==> config.mk <==
export PLATFORM = sky130hd
export DESIGN_NAME = ex_stage
export DESIGN_NICKNAME = d
export VERILOG_FILES = /design/src/verilog/ex_pkg.sv /design/src/verilog/ex_operand_sel.sv /design/src/verilog/ex_alu.sv /design/src/verilog/ex_branch_cmp.sv /design/src/verilog/ex_resolve_reg.sv /design/src/verilog/ex_stage.sv
export SDC_FILE = /design/constraint.sdc
export NUM_CORES = 1
export LEC_CHECK = 0
export BUFFER_PORTS_ARGS = -buffer_cell sky130_fd_sc_hd__clkbuf_2
export CAP_MARGIN = 20
export CORE_AREA = 2 2 255 257
export CTS_BUF_LIST = sky130_fd_sc_hd__clkbuf_8
export DETAILED_ROUTE_END_ITERATION = 10
export DIE_AREA = 0 0 257 259
export PLACE_DENSITY_LB_ADDON = 0.15
export REMOVE_ABC_BUFFERS = 1
export SYNTH_ARGS = -nofsm -noshare
export SYNTH_HDL_FRONTEND = slang
export SYNTH_SLANG_ARGS = --single-unit
==> constraint.sdc <==
create_clock -name clk_i -period 15.9 [get_ports clk_i]
set_input_delay 2.385 -clock clk_i [delete_from_list [all_inputs] [get_ports clk_i]]
set_output_delay 2.385 -clock clk_i [all_outputs]
set_load 0.01 [all_outputs]
==> src/verilog/ex_pkg.sv <==
package ex_pkg;

	// fixed by the ISA.
	localparam int unsigned XLEN = 32;
	localparam int unsigned REG_ADDR_W = 5;
	localparam int unsigned SHAMT_W = 5;

	// funct3 position inside the instruction word.
	localparam int unsigned F3_LSB = 12;
	localparam int unsigned F3_W = 3;

	typedef logic [XLEN-1:0]       word_t;
	typedef logic [REG_ADDR_W-1:0] reg_addr_t;
	typedef logic [F3_W-1:0]       funct3_t;
	typedef logic [3:0]            alu_op_t;
	typedef logic [1:0]            fwd_sel_t;
	typedef logic [1:0]            wb_sel_t;

	// unlisted alu codes give zero.
	localparam alu_op_t ALU_ADD    = 4'd0;
	localparam alu_op_t ALU_SUB    = 4'd1;
	localparam alu_op_t ALU_SLL    = 4'd2;
	localparam alu_op_t ALU_SLT    = 4'd3;
	localparam alu_op_t ALU_SLTU   = 4'd4;
	localparam alu_op_t ALU_XOR    = 4'd5;
	localparam alu_op_t ALU_SRL    = 4'd6;
	localparam alu_op_t ALU_SRA    = 4'd7;
	localparam alu_op_t ALU_OR     = 4'd8;
	localparam alu_op_t ALU_AND    = 4'd9;
	localparam alu_op_t ALU_PASS_B = 4'd10;

	// code 3 falls back to the register value.
	localparam fwd_sel_t FWD_REG = 2'd0;
	localparam fwd_sel_t FWD_MEM = 2'd1;
	localparam fwd_sel_t FWD_WB  = 2'd2;

	// branch conditions.
	localparam funct3_t F3_BEQ  = 3'b000;
	localparam funct3_t F3_BNE  = 3'b001;
	localparam funct3_t F3_BLT  = 3'b100;
	localparam funct3_t F3_BGE  = 3'b101;
	localparam funct3_t F3_BLTU = 3'b110;
	localparam funct3_t F3_BGEU = 3'b111;

	// csr writes that take operand A unchanged.
	localparam funct3_t F3_CSRRW  = 3'b001;
	localparam funct3_t F3_CSRRWI = 3'b101;

	typedef struct packed {
		alu_op_t   alu_op;
		logic      a_pc;
		logic      b_imm;
		logic      csr_alu;
		logic      is_branch;
		logic      is_jump;
		logic      is_mret;
		logic      mem_we;
		logic      mem_valid;
		wb_sel_t   wb_sel;
		logic      reg_we;
		reg_addr_t rd;
		logic      csr_we;
	} ex_ctrl_t;

	typedef struct packed {
		word_t rs1;
		word_t rs2;
		word_t imm;
		word_t pc;
		word_t pc4;
		word_t inst;
		word_t csr_rdata;
		word_t csr_waddr;
	} ex_data_t;

	typedef struct packed {
		logic eq;
		logic lt;
		logic ltu;
	} br_flags_t;

	typedef struct packed {
		logic  taken;
		word_t target;
	} redirect_t;

	typedef struct packed {
		word_t     alu;
		word_t     store_data;
		word_t     pc4;
		word_t     inst;
		word_t     csr_rdata;
		word_t     csr_waddr;
		logic      mem_we;
		logic      mem_valid;
		wb_sel_t   wb_sel;
		logic      reg_we;
		reg_addr_t rd;
		logic      csr_we;
	} ex_mem_t;

endpackage

==> src/verilog/ex_operand_sel.sv <==
module ex_operand_sel (
	input  ex_pkg::ex_data_t data_i,
	input  ex_pkg::ex_ctrl_t ctrl_i,
	input  ex_pkg::word_t    mem_fwd_i,
	input  ex_pkg::word_t    wb_fwd_i,
	input  ex_pkg::fwd_sel_t fwd_a_i,
	input  ex_pkg::fwd_sel_t fwd_b_i,
	output ex_pkg::word_t    fwd_rs1_o,
	output ex_pkg::word_t    fwd_rs2_o,
	output ex_pkg::word_t    op_a_o,
	output ex_pkg::word_t    op_b_o
);
	import ex_pkg::*;

	funct3_t funct3;
	logic    csr_zero;

	// pick the freshest copy of a register operand.
	function automatic word_t fwd_pick(
		input fwd_sel_t sel,
		input word_t    reg_val,
		input word_t    mem_val,
		input word_t    wb_val
	);
		word_t res;
		case (sel)
			FWD_REG: res = reg_val;
			FWD_MEM: res = mem_val;
			FWD_WB:  res = wb_val;
			default: res = reg_val;
		endcase
		return res;
	endfunction

	assign fwd_rs1_o = fwd_pick(fwd_a_i, data_i.rs1, mem_fwd_i, wb_fwd_i);
	assign fwd_rs2_o = fwd_pick(fwd_b_i, data_i.rs2, mem_fwd_i, wb_fwd_i);

	// auipc and jal add to pc.
	assign op_a_o = ctrl_i.a_pc ? data_i.pc : fwd_rs1_o;

	assign funct3 = data_i.inst[F3_LSB +: F3_W];

	// csrrw/csrrwi write operand A as is.
	assign csr_zero = (funct3 == F3_CSRRW) || (funct3 == F3_CSRRWI);

	always_comb begin
		if (ctrl_i.csr_alu) begin
			// set/clear ops combine with the old csr value.
			if (csr_zero) begin
				op_b_o = '0;
			end else begin
				op_b_o = data_i.csr_rdata;
			end
		end else if (ctrl_i.b_imm) begin
			op_b_o = data_i.imm;
		end else begin
			op_b_o = fwd_rs2_o;
		end
	end

endmodule

==> src/verilog/ex_alu.sv <==
module ex_alu (
	input  ex_pkg::word_t   op_a_i,
	input  ex_pkg::word_t   op_b_i,
	input  ex_pkg::alu_op_t alu_op_i,
	output ex_pkg::word_t   result_o
);
	import ex_pkg::*;

	logic [SHAMT_W-1:0] shamt;

	// only the low bits count for rv32 shifts.
	assign shamt = op_b_i[SHAMT_W-1:0];

	always_comb begin
		case (alu_op_i)
			ALU_ADD: begin
				result_o = op_a_i + op_b_i;
			end
			ALU_SUB: begin
				result_o = op_a_i - op_b_i;
			end
			ALU_SLL: begin
				result_o = op_a_i << shamt;
			end
			ALU_SLT: begin
				result_o = word_t'($signed(op_a_i) < $signed(op_b_i));
			end
			ALU_SLTU: begin
				result_o = word_t'(op_a_i < op_b_i);
			end
			ALU_XOR: begin
				result_o = op_a_i ^ op_b_i;
			end
			ALU_SRL: begin
				result_o = op_a_i >> shamt;
			end
			ALU_SRA: begin
				// sign fill from bit 31.
				result_o = word_t'($signed(op_a_i) >>> shamt);
			end
			ALU_OR: begin
				result_o = op_a_i | op_b_i;
			end
			ALU_AND: begin
				result_o = op_a_i & op_b_i;
			end
			ALU_PASS_B: begin
				// lui.
				result_o = op_b_i;
			end
			default: begin
				result_o = '0;
			end
		endcase
	end

endmodule

==> src/verilog/ex_branch_cmp.sv <==
module ex_branch_cmp (
	input  ex_pkg::word_t     rs1_i,
	input  ex_pkg::word_t     rs2_i,
	output ex_pkg::br_flags_t flags_o
);
	import ex_pkg::*;

	logic [XLEN:0] diff;
	logic          sign_differs;

	// one subtractor serves both orderings.
	assign diff = {1'b0, rs1_i} - {1'b0, rs2_i};

	assign sign_differs = rs1_i[XLEN-1] ^ rs2_i[XLEN-1];

	assign flags_o.eq = (rs1_i == rs2_i);

	// borrow out means rs1 below rs2.
	assign flags_o.ltu = diff[XLEN];

	// with mixed signs the negative one is smaller.
	assign flags_o.lt = sign_differs ? rs1_i[XLEN-1] : diff[XLEN];

endmodule

==> src/verilog/ex_resolve_reg.sv <==
module ex_resolve_reg (
	input  logic              clk_i,
	input  logic              rst_ni,
	input  logic              enable_i,
	input  logic              flush_i,
	input  ex_pkg::ex_ctrl_t  ctrl_i,
	input  ex_pkg::ex_data_t  data_i,
	input  ex_pkg::word_t     alu_result_i,
	input  ex_pkg::br_flags_t flags_i,
	input  ex_pkg::word_t     store_data_i,
	input  ex_pkg::word_t     mret_pc_i,
	output ex_pkg::redirect_t redirect_o,
	output ex_pkg::ex_mem_t   ex_mem_o
);
	import ex_pkg::*;

	funct3_t funct3;
	logic    br_taken;
	ex_mem_t ex_mem_d;
	ex_mem_t ex_mem_q;

	assign funct3 = data_i.inst[F3_LSB +: F3_W];

	// funct3 also tells signed from unsigned.
	always_comb begin
		case (funct3)
			F3_BEQ:  br_taken = flags_i.eq;
			F3_BNE:  br_taken = ~flags_i.eq;
			F3_BLT:  br_taken = flags_i.lt;
			F3_BGE:  br_taken = ~flags_i.lt;
			F3_BLTU: br_taken = flags_i.ltu;
			F3_BGEU: br_taken = ~flags_i.ltu;
			default: br_taken = 1'b0;
		endcase
	end

	// mret wins over everything else.
	always_comb begin
		redirect_o.taken  = 1'b0;
		redirect_o.target = alu_result_i;
		if (ctrl_i.is_mret) begin
			redirect_o.taken  = 1'b1;
			redirect_o.target = mret_pc_i;
		end else if (ctrl_i.is_jump) begin
			redirect_o.taken = 1'b1;
		end else if (ctrl_i.is_branch) begin
			redirect_o.taken = br_taken;
		end
	end

	always_comb begin
		ex_mem_d.alu        = alu_result_i;
		ex_mem_d.store_data = store_data_i;
		ex_mem_d.pc4        = data_i.pc4;
		ex_mem_d.inst       = data_i.inst;
		ex_mem_d.csr_rdata  = data_i.csr_rdata;
		ex_mem_d.csr_waddr  = data_i.csr_waddr;
		ex_mem_d.mem_we     = ctrl_i.mem_we;
		ex_mem_d.mem_valid  = ctrl_i.mem_valid;
		ex_mem_d.wb_sel     = ctrl_i.wb_sel;
		ex_mem_d.reg_we     = ctrl_i.reg_we;
		ex_mem_d.rd         = ctrl_i.rd;
		ex_mem_d.csr_we     = ctrl_i.csr_we;
	end

	// stall holds, flush inserts a bubble.
	always_ff @(posedge clk_i or negedge rst_ni) begin
		if (!rst_ni) begin
			ex_mem_q <= '0;
		end else if (enable_i) begin
			if (flush_i) begin
				ex_mem_q <= '0;
			end else begin
				ex_mem_q <= ex_mem_d;
			end
		end
	end

	assign ex_mem_o = ex_mem_q;

endmodule

==> src/verilog/ex_stage.sv <==
module ex_stage (
	input  logic              clk_i,
	input  logic              rst_ni,
	input  logic              enable_i,
	input  logic              flush_i,
	input  ex_pkg::ex_ctrl_t  ex_ctrl_i,
	input  ex_pkg::ex_data_t  ex_data_i,
	input  ex_pkg::word_t     wb_data_i,
	input  ex_pkg::fwd_sel_t  fwd_a_i,
	input  ex_pkg::fwd_sel_t  fwd_b_i,
	input  ex_pkg::word_t     mret_pc_i,
	output ex_pkg::ex_mem_t   ex_mem_o,
	output ex_pkg::redirect_t redirect_o,
	output ex_pkg::br_flags_t br_flags_o
);
	import ex_pkg::*;

	word_t op_a;
	word_t op_b;
	word_t fwd_rs1;
	word_t fwd_rs2;
	word_t alu_result;

	// mem forward comes from the bundle already in the register.
	ex_operand_sel u_operand_sel (
		.data_i    (ex_data_i),
		.ctrl_i    (ex_ctrl_i),
		.mem_fwd_i (ex_mem_o.alu),
		.wb_fwd_i  (wb_data_i),
		.fwd_a_i   (fwd_a_i),
		.fwd_b_i   (fwd_b_i),
		.fwd_rs1_o (fwd_rs1),
		.fwd_rs2_o (fwd_rs2),
		.op_a_o    (op_a),
		.op_b_o    (op_b)
	);

	ex_alu u_alu (
		.op_a_i   (op_a),
		.op_b_i   (op_b),
		.alu_op_i (ex_ctrl_i.alu_op),
		.result_o (alu_result)
	);

	// compares the register values, not the alu operands.
	ex_branch_cmp u_branch_cmp (
		.rs1_i   (fwd_rs1),
		.rs2_i   (fwd_rs2),
		.flags_o (br_flags_o)
	);

	ex_resolve_reg u_resolve_reg (
		.clk_i        (clk_i),
		.rst_ni       (rst_ni),
		.enable_i     (enable_i),
		.flush_i      (flush_i),
		.ctrl_i       (ex_ctrl_i),
		.data_i       (ex_data_i),
		.alu_result_i (alu_result),
		.flags_i      (br_flags_o),
		.store_data_i (fwd_rs2),
		.mret_pc_i    (mret_pc_i),
		.redirect_o   (redirect_o),
		.ex_mem_o     (ex_mem_o)
	);

endmodule

# Word level (Yosys, flattened, before mapping)

Index checks and enable logic that the tools add are counted.

Register bits: 203
Input bits: 349
Output and inout port bits: 239
Word-level logic and storage cells: 64

Add/subtract/negate cells: 3
Magnitude comparators: 2
Equality and inequality tests: 20
Shift-type cells: 3
Mux-type cells: 14
Bitwise logic cells: 7
Reductions and logical operators: 3

Operators by type and width:

| operator                                      | count |
|---|---|
| case mux 32 bit (11 select lines)             | 1 |
| two-way mux 203 bit                           | 1 |
| two-way mux 32 bit                            | 5 |
| case mux 32 bit (2 select lines)              | 2 |
| < comparator 32 bit                           | 2 |
| subtractor 32 x 32 -> 33 bit                  | 1 |
| adder 32 bit                                  | 1 |
| AND 32 bit                                    | 1 |
| == test 32 bit                                | 1 |
| OR 32 bit                                     | 1 |
| << shifter 32 x 5 -> 32 bit                   | 1 |
| right shift 32 x 5 -> 32 bit                  | 1 |
| >>> shifter 32 x 5 -> 32 bit                  | 1 |
| subtractor 32 bit                             | 1 |
| bitwise XOR 32 bit                            | 1 |
| == test 4 x 3 -> 1 bit, second input constant | 4 |
| == test 3 bit, second input constant          | 4 |
| == test 4 bit, second input constant          | 3 |
| == test 4 x 2 -> 1 bit, second input constant | 2 |
| case mux 1 bit (6 select lines)               | 1 |
| == test 2 x 1 -> 1 bit, second input constant | 2 |
| == test 2 bit, second input constant          | 2 |
| == test 4 x 1 -> 1 bit, second input constant | 1 |
| zero test 4 bit                               | 1 |
| other kinds (6)                               | 11 |

# Logic depth before layout (Yosys ltp)

Gate-level depths: netlist (run 1).

Word-level depth: 9
Mapped depth: 21
Mapped depth without buffers: 18

# Hierarchy

Synthesis (run 1) repeated with hierarchy kept, for this count alone.

Cell total of the unflattened synthesis: 2697
Area, all modules: 21936.0 µm²

Modules (own cells, without submodules):

| module         | times used | cells an instance | area each (µm²) | seq. area each (µm²) |
|---|---|---|---|---|
| ex_resolve_reg | 1          | 922               | 9354.0          | 5079.9 |
| ex_alu         | 1          | 1277              | 8874.8          | 0.0 |
| ex_operand_sel | 1          | 378               | 2864.0          | 0.0 |
| ex_branch_cmp  | 1          | 120               | 843.3           | 0.0 |

# Least setup slack after synthesis (run 1)

Ideal clock, no wire load.

Path kind: in2out
From: input fwd_b_i[0]
To: output redirect_o[24] in the netlist's numbering
Data arrival time: 6859 ps
Required time: 13515 ps
Path slack: 6656 ps
Stages on the path: 21
Buffers on the path: 6
Cell sequence: inv_1 ha_1 buf_6 or3_4 nor2_4 a21o_1 buf_2 buf_2 buf_1 buf_1 ha_1 clkbuf_1 o21bai_1 a31oi_1 a21oi_1 o32ai_1 a21oi_1 nand4_1 mux2i_1 or4_1 mux2_4

RTL lines:

| item               | line           | RTL |
|---|---|---|
| start: declaration | ex_stage.sv:10 | `input ex_pkg::fwd_sel_t fwd_b_i,` |
| end: declaration   | ex_stage.sv:13 | `output ex_pkg::redirect_t redirect_o,` |

==> results of run 1 <==
[worst reg2reg max path: stages, from the launching register on]
cell	delay, ns
dfrtp_1	0.55
a221o_1	0.37
o21ai_0	0.13
o21ai_0	0.12
a22oi_1	0.69
inv_1	0.12
ha_1	0.50
or4_1	0.66
nor2_1	0.16
o2111ai_1	0.12
and3b_1	0.29
a21oi_1	0.29
xnor2_1	0.14
a2111oi_0	1.05
nand2_1	0.42
a22o_1	0.29
[power by group through the flow]
stage	Combinational (mW)	Sequential, mW	Clock, mW
after floorplan	0.680	0.624	0
after global placement	1.31	0.631	0
after detailed placement	1.31	0.630	0
after CTS	1.31	0.623	0.586
after global routing	1.42	0.631	0.609
final	1.37	0.628	0.578
[synth_stat cells (61+ instances only)]
master | n | area share [%]
nor2_1 | 206 | 3.5
dfrtp_1 | 203 | 23
nand2_1 | 198 | 3.4
nor2b_1 | 194 | 5.5
a21oi_1 | 172 | 3.9
clkbuf_1 | 161 | 2.7
o21ai_0 | 150 | 3.4
a31o_2 | 147 | 5.8
ha_1 | 140 | 7.9
inv_1 | 109 | 1.9
nor3_1 | 107 | 2.4
a31oi_1 | 61 | 1.7
[cells by family (layout without fill, tap and decap cells)]
kind of cell    Yosys count  after routing  synth area share (%)
compound gates         1125           1125                  37.6
xor+xnor                 14             14                 0.556
fa+ha+maj               142            142                  8.12
buf+inv                 363            882                  6.69
flops                   203            203                  23.0
mux                      53             53                  2.71
other cells               0              3                     0
simple gates            920            920                  21.3
[final cells by class]
cell class / instances / area [µm²] / share of cell area [%]
sequential: 203 / 5080 / 18.9
timing repair buffer: 695 / 3770 / 14.0
multi-input combinational: 2254 / 15700 / 58.4
tap: 855 / 1070 / 3.99
inverter: 117 / 443 / 1.65
antenna: 3 / 7.51 / 0.0280
clock buffer: 47 / 647 / 2.41
clock inverter: 23 / 161 / 0.601
[path summary, 6_finish.rpt]
path                                                    end  slack, ns  cells after the start                   startpoint
worst min-delay path            u_resolve_reg.ex_mem_o[162]       0.49                      1  u_resolve_reg.ex_mem_o[162]
max in group asynchronous        u_resolve_reg.ex_mem_o[10]      12.66                      2                       rst_ni
worst min register to register  u_resolve_reg.ex_mem_o[162]       0.49                      1  u_resolve_reg.ex_mem_o[162]
worst max-delay path                         redirect_o[10]       4.13                     21                   fwd_b_i[0]
worst max register to register  u_resolve_reg.ex_mem_o[198]       9.87                     15  u_resolve_reg.ex_mem_o[189]
min in group asynchronous       u_resolve_reg.ex_mem_o[200]       1.74                      1                       rst_ni
[routing by layer]
layer	global-route usage, %	vias to the layer above	share of wire, %	wire [µm]
met5	0	-	0.023	35
met4	24.6	6	6.7	10200
met3	13.8	434	12	18600
met2	64.9	2129	42	63200
met1	55.6	13700	39	58600
li1	-	11800	-	-
==> flow_results.org, run 1 <==
** Timing
- On the final layout, the worst hold slack is just under 0.5 ns.
- Setup repair after global routing left no endpoint under its margin.
- Post-layout worst setup margin :: 4.13 ns
- At the pin with the least slew margin, the transition time is approximately 1.4 ns.
- Tcrit/Tclk final :: between 70% and 80%
- For the final routed database, the setup TNS stands at 0 ns.
- Measured against its own limit, the worst slew margin works out to around 4.5%.
- Post-Route Skew :: 0.0658 ns
- Setup violations remaining at the end of the flow were counted as 0.
- Based on the critical path, the design can be clocked at up to 0.0850 GHz.
- The number of endpoints with negative hold slack in the final report came to 0.
- Tmin final :: roughly 12 ns
- The final max-slew violation count is 0.

** Worst setup path
- The critical path in this run is classified as in2out.
- Type of element launching the critical path :: input port
- Data arrives at the worst endpoint at 9.38 ns.
- Of all nets on the critical path, the largest fanout is 48.
- The cell family contributing the most delay on the critical path is compound AO/OA/AOI/OAI gates.
- Combined buffer and inverter count along the critical path :: 8
- Worst Path Required :: 13.52 ns
- Worst setup EP type :: primary output
- The most numerous cell type found on the critical path is buf_4.
- The critical path goes through clkbuf_2, inv_1, ha_1, buf_4, inv_1, buf_4, o311ai_0, a22o_2, buf_4, clkinv_2, fa_1, nand3b_1, a211o_1, a31oi_1, o21a_1, nor3_1, a21o_1, a221oi_1, o211a_1, a21oi_1, clkbuf_2.
- Cell with the biggest individual delay on the critical path :: a221oi_1
- In this design, the stage delay of the slowest critical-path cell is 1.16 ns.

** Drt
- In the routed layout, each cell is associated on average with a via count of between 6 and 7.
- Per-cell routed wire length :: around 36 µm
- Summed over all layers, the routed wires come to 151000 µm.
- In this run the remaining antenna-violating nets after routing total 0.
- Detailed-routing iteration count for the pre-antenna-repair pass :: 7
- The detailed router finished its first iteration with between 4000 and 5000 violations.
- For this block, the via count after detailed routing is 28100.
- DR DRC count :: 0

** Yosys
- Counting distinct cell types in the post-synthesis netlist gives 98.
- Synthesis inferred 203 register bits.
- A synthesized cell averages 7.82 µm².
- Number of warnings printed during yosys synthesis :: 0
- Summing the sequential cell areas from Yosys gives 23.0% of the chip area.
- Count of mapped cells out of synthesis :: ~2800
- Post-synth ARST share :: 100%
- Number of enable flip-flop cells after synthesis :: 0
- In the synthesized netlist the dominant register cell turns out to be dfrtp_1.
- Synthesized area :: 22100 µm²

** GRT
- Global routing finished with a remaining overflow of 0.
- Number of global-route vias before repair :: 26900
- Entering global routing, the biggest net connects 80 pins.
- Wire length of the first global-routing pass :: between 200000 and 250000 µm
- Global routing consumed, over all layers together, a little over two fifths of the routing resources.
- The initial antenna violation count is 11.

** Power
- The share of total power dissipated in sequential elements is about 24%.
- Internal Pwr Total :: 1.30 mW
- Dividing total power by cell area gives a power density of 95.9 nW/µm².
- Total power after layout :: 2.57 mW
- For this design the static power due to leakage is about 12 nW.
- Net Switching :: roughly 1.3 mW
- Clk pwr share :: 22.5%
- Switching power as a share of total power :: 49.6%
- Combinational logic is responsible for 53.2% of the overall power.
- Largest vdd supply drop :: just over 0.06 mV

** Layout
- Final instance area :: 26800 µm²
- Most common cell after layout, fill and taps aside :: clkbuf_2
- After the last flow step, the layout net total stands at 3803.
- Layout cell share with drive strength beyond 1 :: 30.9%
- The register with the most flip-flops in the layout has 203 of them.
- Most frequent cells in the layout :: clkbuf_2, nor2_1, dfrtp_1, nand2_1, nor2b_1
- Final Non-Filler Cells :: between 4000 and 5000
- Utilization after layout :: around 42%
- Relative to the synthesized area, the layout overhead comes to 21.7%.
- After filler insertion, the fill cell instance count of the layout stands at roughly 6700.

** Die
- Total Die Area :: 66600 µm²
- Core Rows :: 93
- The total area inside the core boundary comes to roughly 64000 µm².
- The initial utilization of the core area, before any placement, comes to 34.5%.
- IO Pins :: 588
- In this run the horizontal extent of the chip is 257 µm.
- The floorplan step set the die height to ~260 µm.

** Run
- Number of max-cap violations :: 0

** Placed design
- Routability-driven placement finished with a final weighted congestion of 1.16.
- Once placement completed, the tool counted placed cells totaling just over 4000.
- After detailed placement, the total cell area comes to 26000 µm².
- Detailed placement ended at an HPWL of 120000 µm.
- Worst slack at placement :: 4.47 ns
- Buffers placed on the I/O ports in this run total 587.

** Clock tree
- Clock slew at reported path FFs :: 0.05 ns
- The clock tree synthesis step divided the H-tree into 2 levels.
- Setup Fix Bufs, Post-CTS :: 0
- Source-to-sink clock delay at the later pin of the worst-skew pair :: 0.65 ns
- Hold-fix buffers at CTS :: 0
- CTS resizes :: 0
- The longest clock path from root to sink contains 3 buffers.
- Number of buffers created by CTS :: 41
- TritonCTS built the clock tree.
- Total clock sinks :: 203
- Root Buffer :: clkbuf_8

** Worst hold path
- The tightest min-delay check is of the reg2reg type.

** Run status
- The run finished with clean final reports.
(Power assumes the default switching activity.)
==> inputs of run 2 (changes only) <==
==> constraint.sdc (replaced) <==
create_clock -name clk_i -period 10.1 [get_ports clk_i]
set_input_delay 1.515 -clock clk_i [delete_from_list [all_inputs] [get_ports clk_i]]
set_output_delay 1.515 -clock clk_i [all_outputs]
set_load 0.01 [all_outputs]
==> run 2 against run 1 <==
Effect of this change:
- die area unchanged
- critical path depth down 1
- core utilization up 0.46 points
- sequential cell count unchanged
- combinational power up 60%
- sequential share of layout area down 0.21 points
- first-iteration DRC count up 9.9%
- worst setup slack worse by 3.3 ns
- clock skew down 0.026 ns
- count of clock-buffer cells in the layout up 6
- clock power up 73%
- via count up 1.7%
- critical endpoint is now redirect_o[22]
==> flow_results.org, run 2 (synthesized netlist as in run 1, its figures left out) <==
** Power
- Largest vdd supply drop :: 0.111 mV (+78%)
- PD cells :: 154 nW/µm² (+60%)
- Leakage power figure :: 12.4 nW (+1.4%)

** Timing
- The final max-slew violation count is 0 (unchanged).
- The final sum of negative setup slack was 0 ns (unchanged).
- Tmin final :: 9.31 ns
- The worst path setup slack after routing came to 0.787 ns (-3.34 ns).
- FMAX :: 0.107 GHz
- Worst relative slew slack :: 17.8% (+13 points)
- Tcrit/Tclk final :: between 90% and 100%
- Unrepaired setup endpoints after global routing :: no
- The number of endpoints with negative hold slack in the final report is 0 (unchanged).
- Number of failing setup endpoints in the final timing report :: 0 (unchanged)
- The setup skew after layout was 0.0397 ns (-0.0262 ns).
- The slew at the pin closest to its max-slew limit came to 1.23 ns (-0.206 ns).

** Die
- The total die area came to 66600 µm² (unchanged).
- The count of pins on the block boundary came to 588 (unchanged).
- Chip height :: 259 µm (unchanged)
- Effective utilization at floorplan :: 34.5% (unchanged)
- The number of core rows came to 93 (unchanged).
- Die span in x :: 257 µm (unchanged)
- Area of the core :: 63900 µm² (unchanged)

** GRT
- Antenna violations before repair :: 16 (+5)
- The via count of the first global-routing pass came to 27500 (+2.1%).
- Pin count of the biggest net entering global routing :: 144 (+80%)
- Wire length of the first global-routing pass :: 213000 µm (+1.8%)
- The global router's overall resource usage was 44.7% (+1.1 points).
- The aggregate global routing overflow was 0 (unchanged).

** Layout
- Most common cell after layout, fill and taps aside :: clkbuf_2
- The share of post-route cells with drive strength above 1 is 31.3% (+0.38 points).
- The flip-flop count of the largest register, all copies and words added is 203 (unchanged).
- Syn-to-layout area delta :: 23.0%
- Post-layout net count :: 3825 (+0.58%)
- The top cell types in the final layout, fill and taps aside, are clkbuf_2, dfrtp_1, nor2_1, nand2_1, nor2b_1.

** Worst setup path
- The critical path goes through clkbuf_2, inv_1, ha_1, inv_1, buf_4, o311ai_4, a21o_2, ha_1, o21bai_1, a31oi_1, nand2_1, o31ai_1, buf_4, a21o_1, buf_4, o22ai_1, o21ai_0, o211ai_1, mux2_2, clkbuf_2.
- The worst endpoint data arrival time is 7.80 ns (-1.58 ns).
- Cell occurring most often along the worst timing path :: buf_4
- Launching element of the worst setup path :: fwd_b_i[0]
- Largest fanout on the critical path :: 18 (-63%)
- In this run the critical register-to-register path is launched from u_resolve_reg.ex_mem_o[189].
- The number of buffers and inverters on the critical path was 7 (-1).
- Worst Path Required :: 8.59 ns (-4.93 ns)
- STA classifies the critical path endpoint as a primary output.
- Cell with the biggest individual delay on the critical path :: o311ai_4
- STA classifies the critical path startpoint as an input port.
- Slowest Stage Delay on Critical Path :: 0.72 ns (-0.44 ns)
- Type of the setup path with the least slack :: in2out
- Among cell families on the critical path, the largest total delay comes from compound AO/OA/AOI/OAI gates.

** Run
- Number of max-cap violations :: 0 (unchanged)

** Drt
- Per-cell routed wire length :: 36.6 µm (+2.0%)
- The routed wire length was 155000 µm (+3.0%).
- The remaining number of nets flagged by the antenna check after routing was 0 (unchanged).
- The total DRC errors in the routed layout was 0 (unchanged).
- Count of routing violations after the opening detailed-route iteration :: 4492 (+9.9%)
- Via count normalized by instance count :: 6.74 (+0.77%)
- The detailed-router iteration count before antenna repair came to 8 (+1).
- The count of vias placed by the detailed router was 28500 (+1.7%).

** Placed design
- Number of buffers inserted by port buffering :: 587 (unchanged)
- Worst slack at placement :: 1.19 ns (-3.28 ns)
- The final RePlAce weighted congestion was 1.14 (-1.7%).
- HPWL after detailed placement :: 123000 µm (+2.3%)

** Clock tree
- Hold-fix buffers at CTS :: 0 (unchanged)
- The root buffer cell chosen for the clock tree is clkbuf_8.
- TritonCTS built the clock tree.
- Buffer levels on the longest clock path :: 3 (unchanged)
- The number of H-tree levels is 2 (unchanged).
- The number of gates given a new drive strength after cts came to 0 (unchanged).
- The insertion delay to the later sink of the worst-skew pair came to 0.66 ns (about the same).
- The CTS sink count is 203 (unchanged).
- Setup Fix Bufs, Post-CTS :: 0 (unchanged)
- The number of buffers created by CTS came to 43 (+4.9%).
- Clock slew at reported path FFs :: 0.04 ns (about the same)

** Worst hold path
- In this run the most critical hold path is launched from u_resolve_reg.ex_mem_o[151].
- Class of the most critical hold timing path :: reg2reg

** Run status
- The flow ran to the end, and the final reports show no timing, DRC or antenna violations.
==> run 2: changes by cell type in the layout (fill, tap and decap cells not counted), moves of 2 or more <==
cell and change:
buf_4 +17, diode_2 +10, clkbuf_8 +6, o31ai_1 +5
o31ai_2 -5, clkinv_2 -4, inv_1 +4, inv_8 +2
==> run 2: area by class of cell <==
cell class              instances  area [µm²]
inverters                     117         442
clock inverters                27         215
repair buffers                715        3930
diodes                         13        32.5
well taps                     855        1070
clock buffers                  53         729
fillers                      6651       36700
multi-input cells            2254       15600
flip-flops and latches        203        5080
==> run 2: final timing paths <==
kind	to	depth (start not counted)	slack, ns
worst max-delay path	redirect_o[22]	20	0.79
max in group asynchronous	u_resolve_reg.ex_mem_o[187]	3	6.98
worst min register to register	u_resolve_reg.ex_mem_o[151]	1	0.48
worst min-delay path	u_resolve_reg.ex_mem_o[151]	1	0.48
worst max register to register	u_resolve_reg.ex_mem_o[171]	15	4.10
min in group asynchronous	u_resolve_reg.ex_mem_o[171]	1	0.91
==> run 2: metal layers <==
| layer | global-route usage [%] | up-vias | wire (µm) |
|---|---|---|---|
| li1 | - | 11800 | - |
| met1 | 54.6 | 13900 | 58200 |
| met2 | 67.0 | 2311 | 65300 |
| met3 | 17.7 | 477 | 21200 |
| met4 | 24.6 | 4 | 10400 |
| met5 | 0 | - | 33 |
==> run 2: power breakdown <==
group / internal [mW] / switching, mW
logic: 0.697 / 1.50
registers: 0.889 / 0.0925
clock network: 0.557 / 0.446
==> run 2: worst reg2reg max path: stages, from the launching register on <==
cell and delay (ns):
dfrtp_1 0.56, a221o_1 0.37, o21ai_0 0.14, o21ai_0 0.12, a22oi_1 0.69, inv_1 0.12
ha_1 0.49, or4_1 0.61, or3_1 0.36, nor3_1 0.19, a22oi_1 0.20, a41oi_1 0.68
a21oi_1 0.15, nor3_1 0.58, o2111ai_1 0.33, a22o_1 0.28
==> run 2: per-stage QoR <==
stage               hold slack [ns]  power (mW)  util [%]  std cells  instance area [µm²]
floorplan                     0.518        2.05         -       2574                21000
global placement              0.471        3.06      40.9       4138                26100
detailed placement            0.474        3.06      40.9       4142                26100
CTS                           0.486        4.08      42.4       4222                27100
global route                  0.495        4.30      42.4       4227                27100
finish                        0.483        4.18      42.5       4237                27100
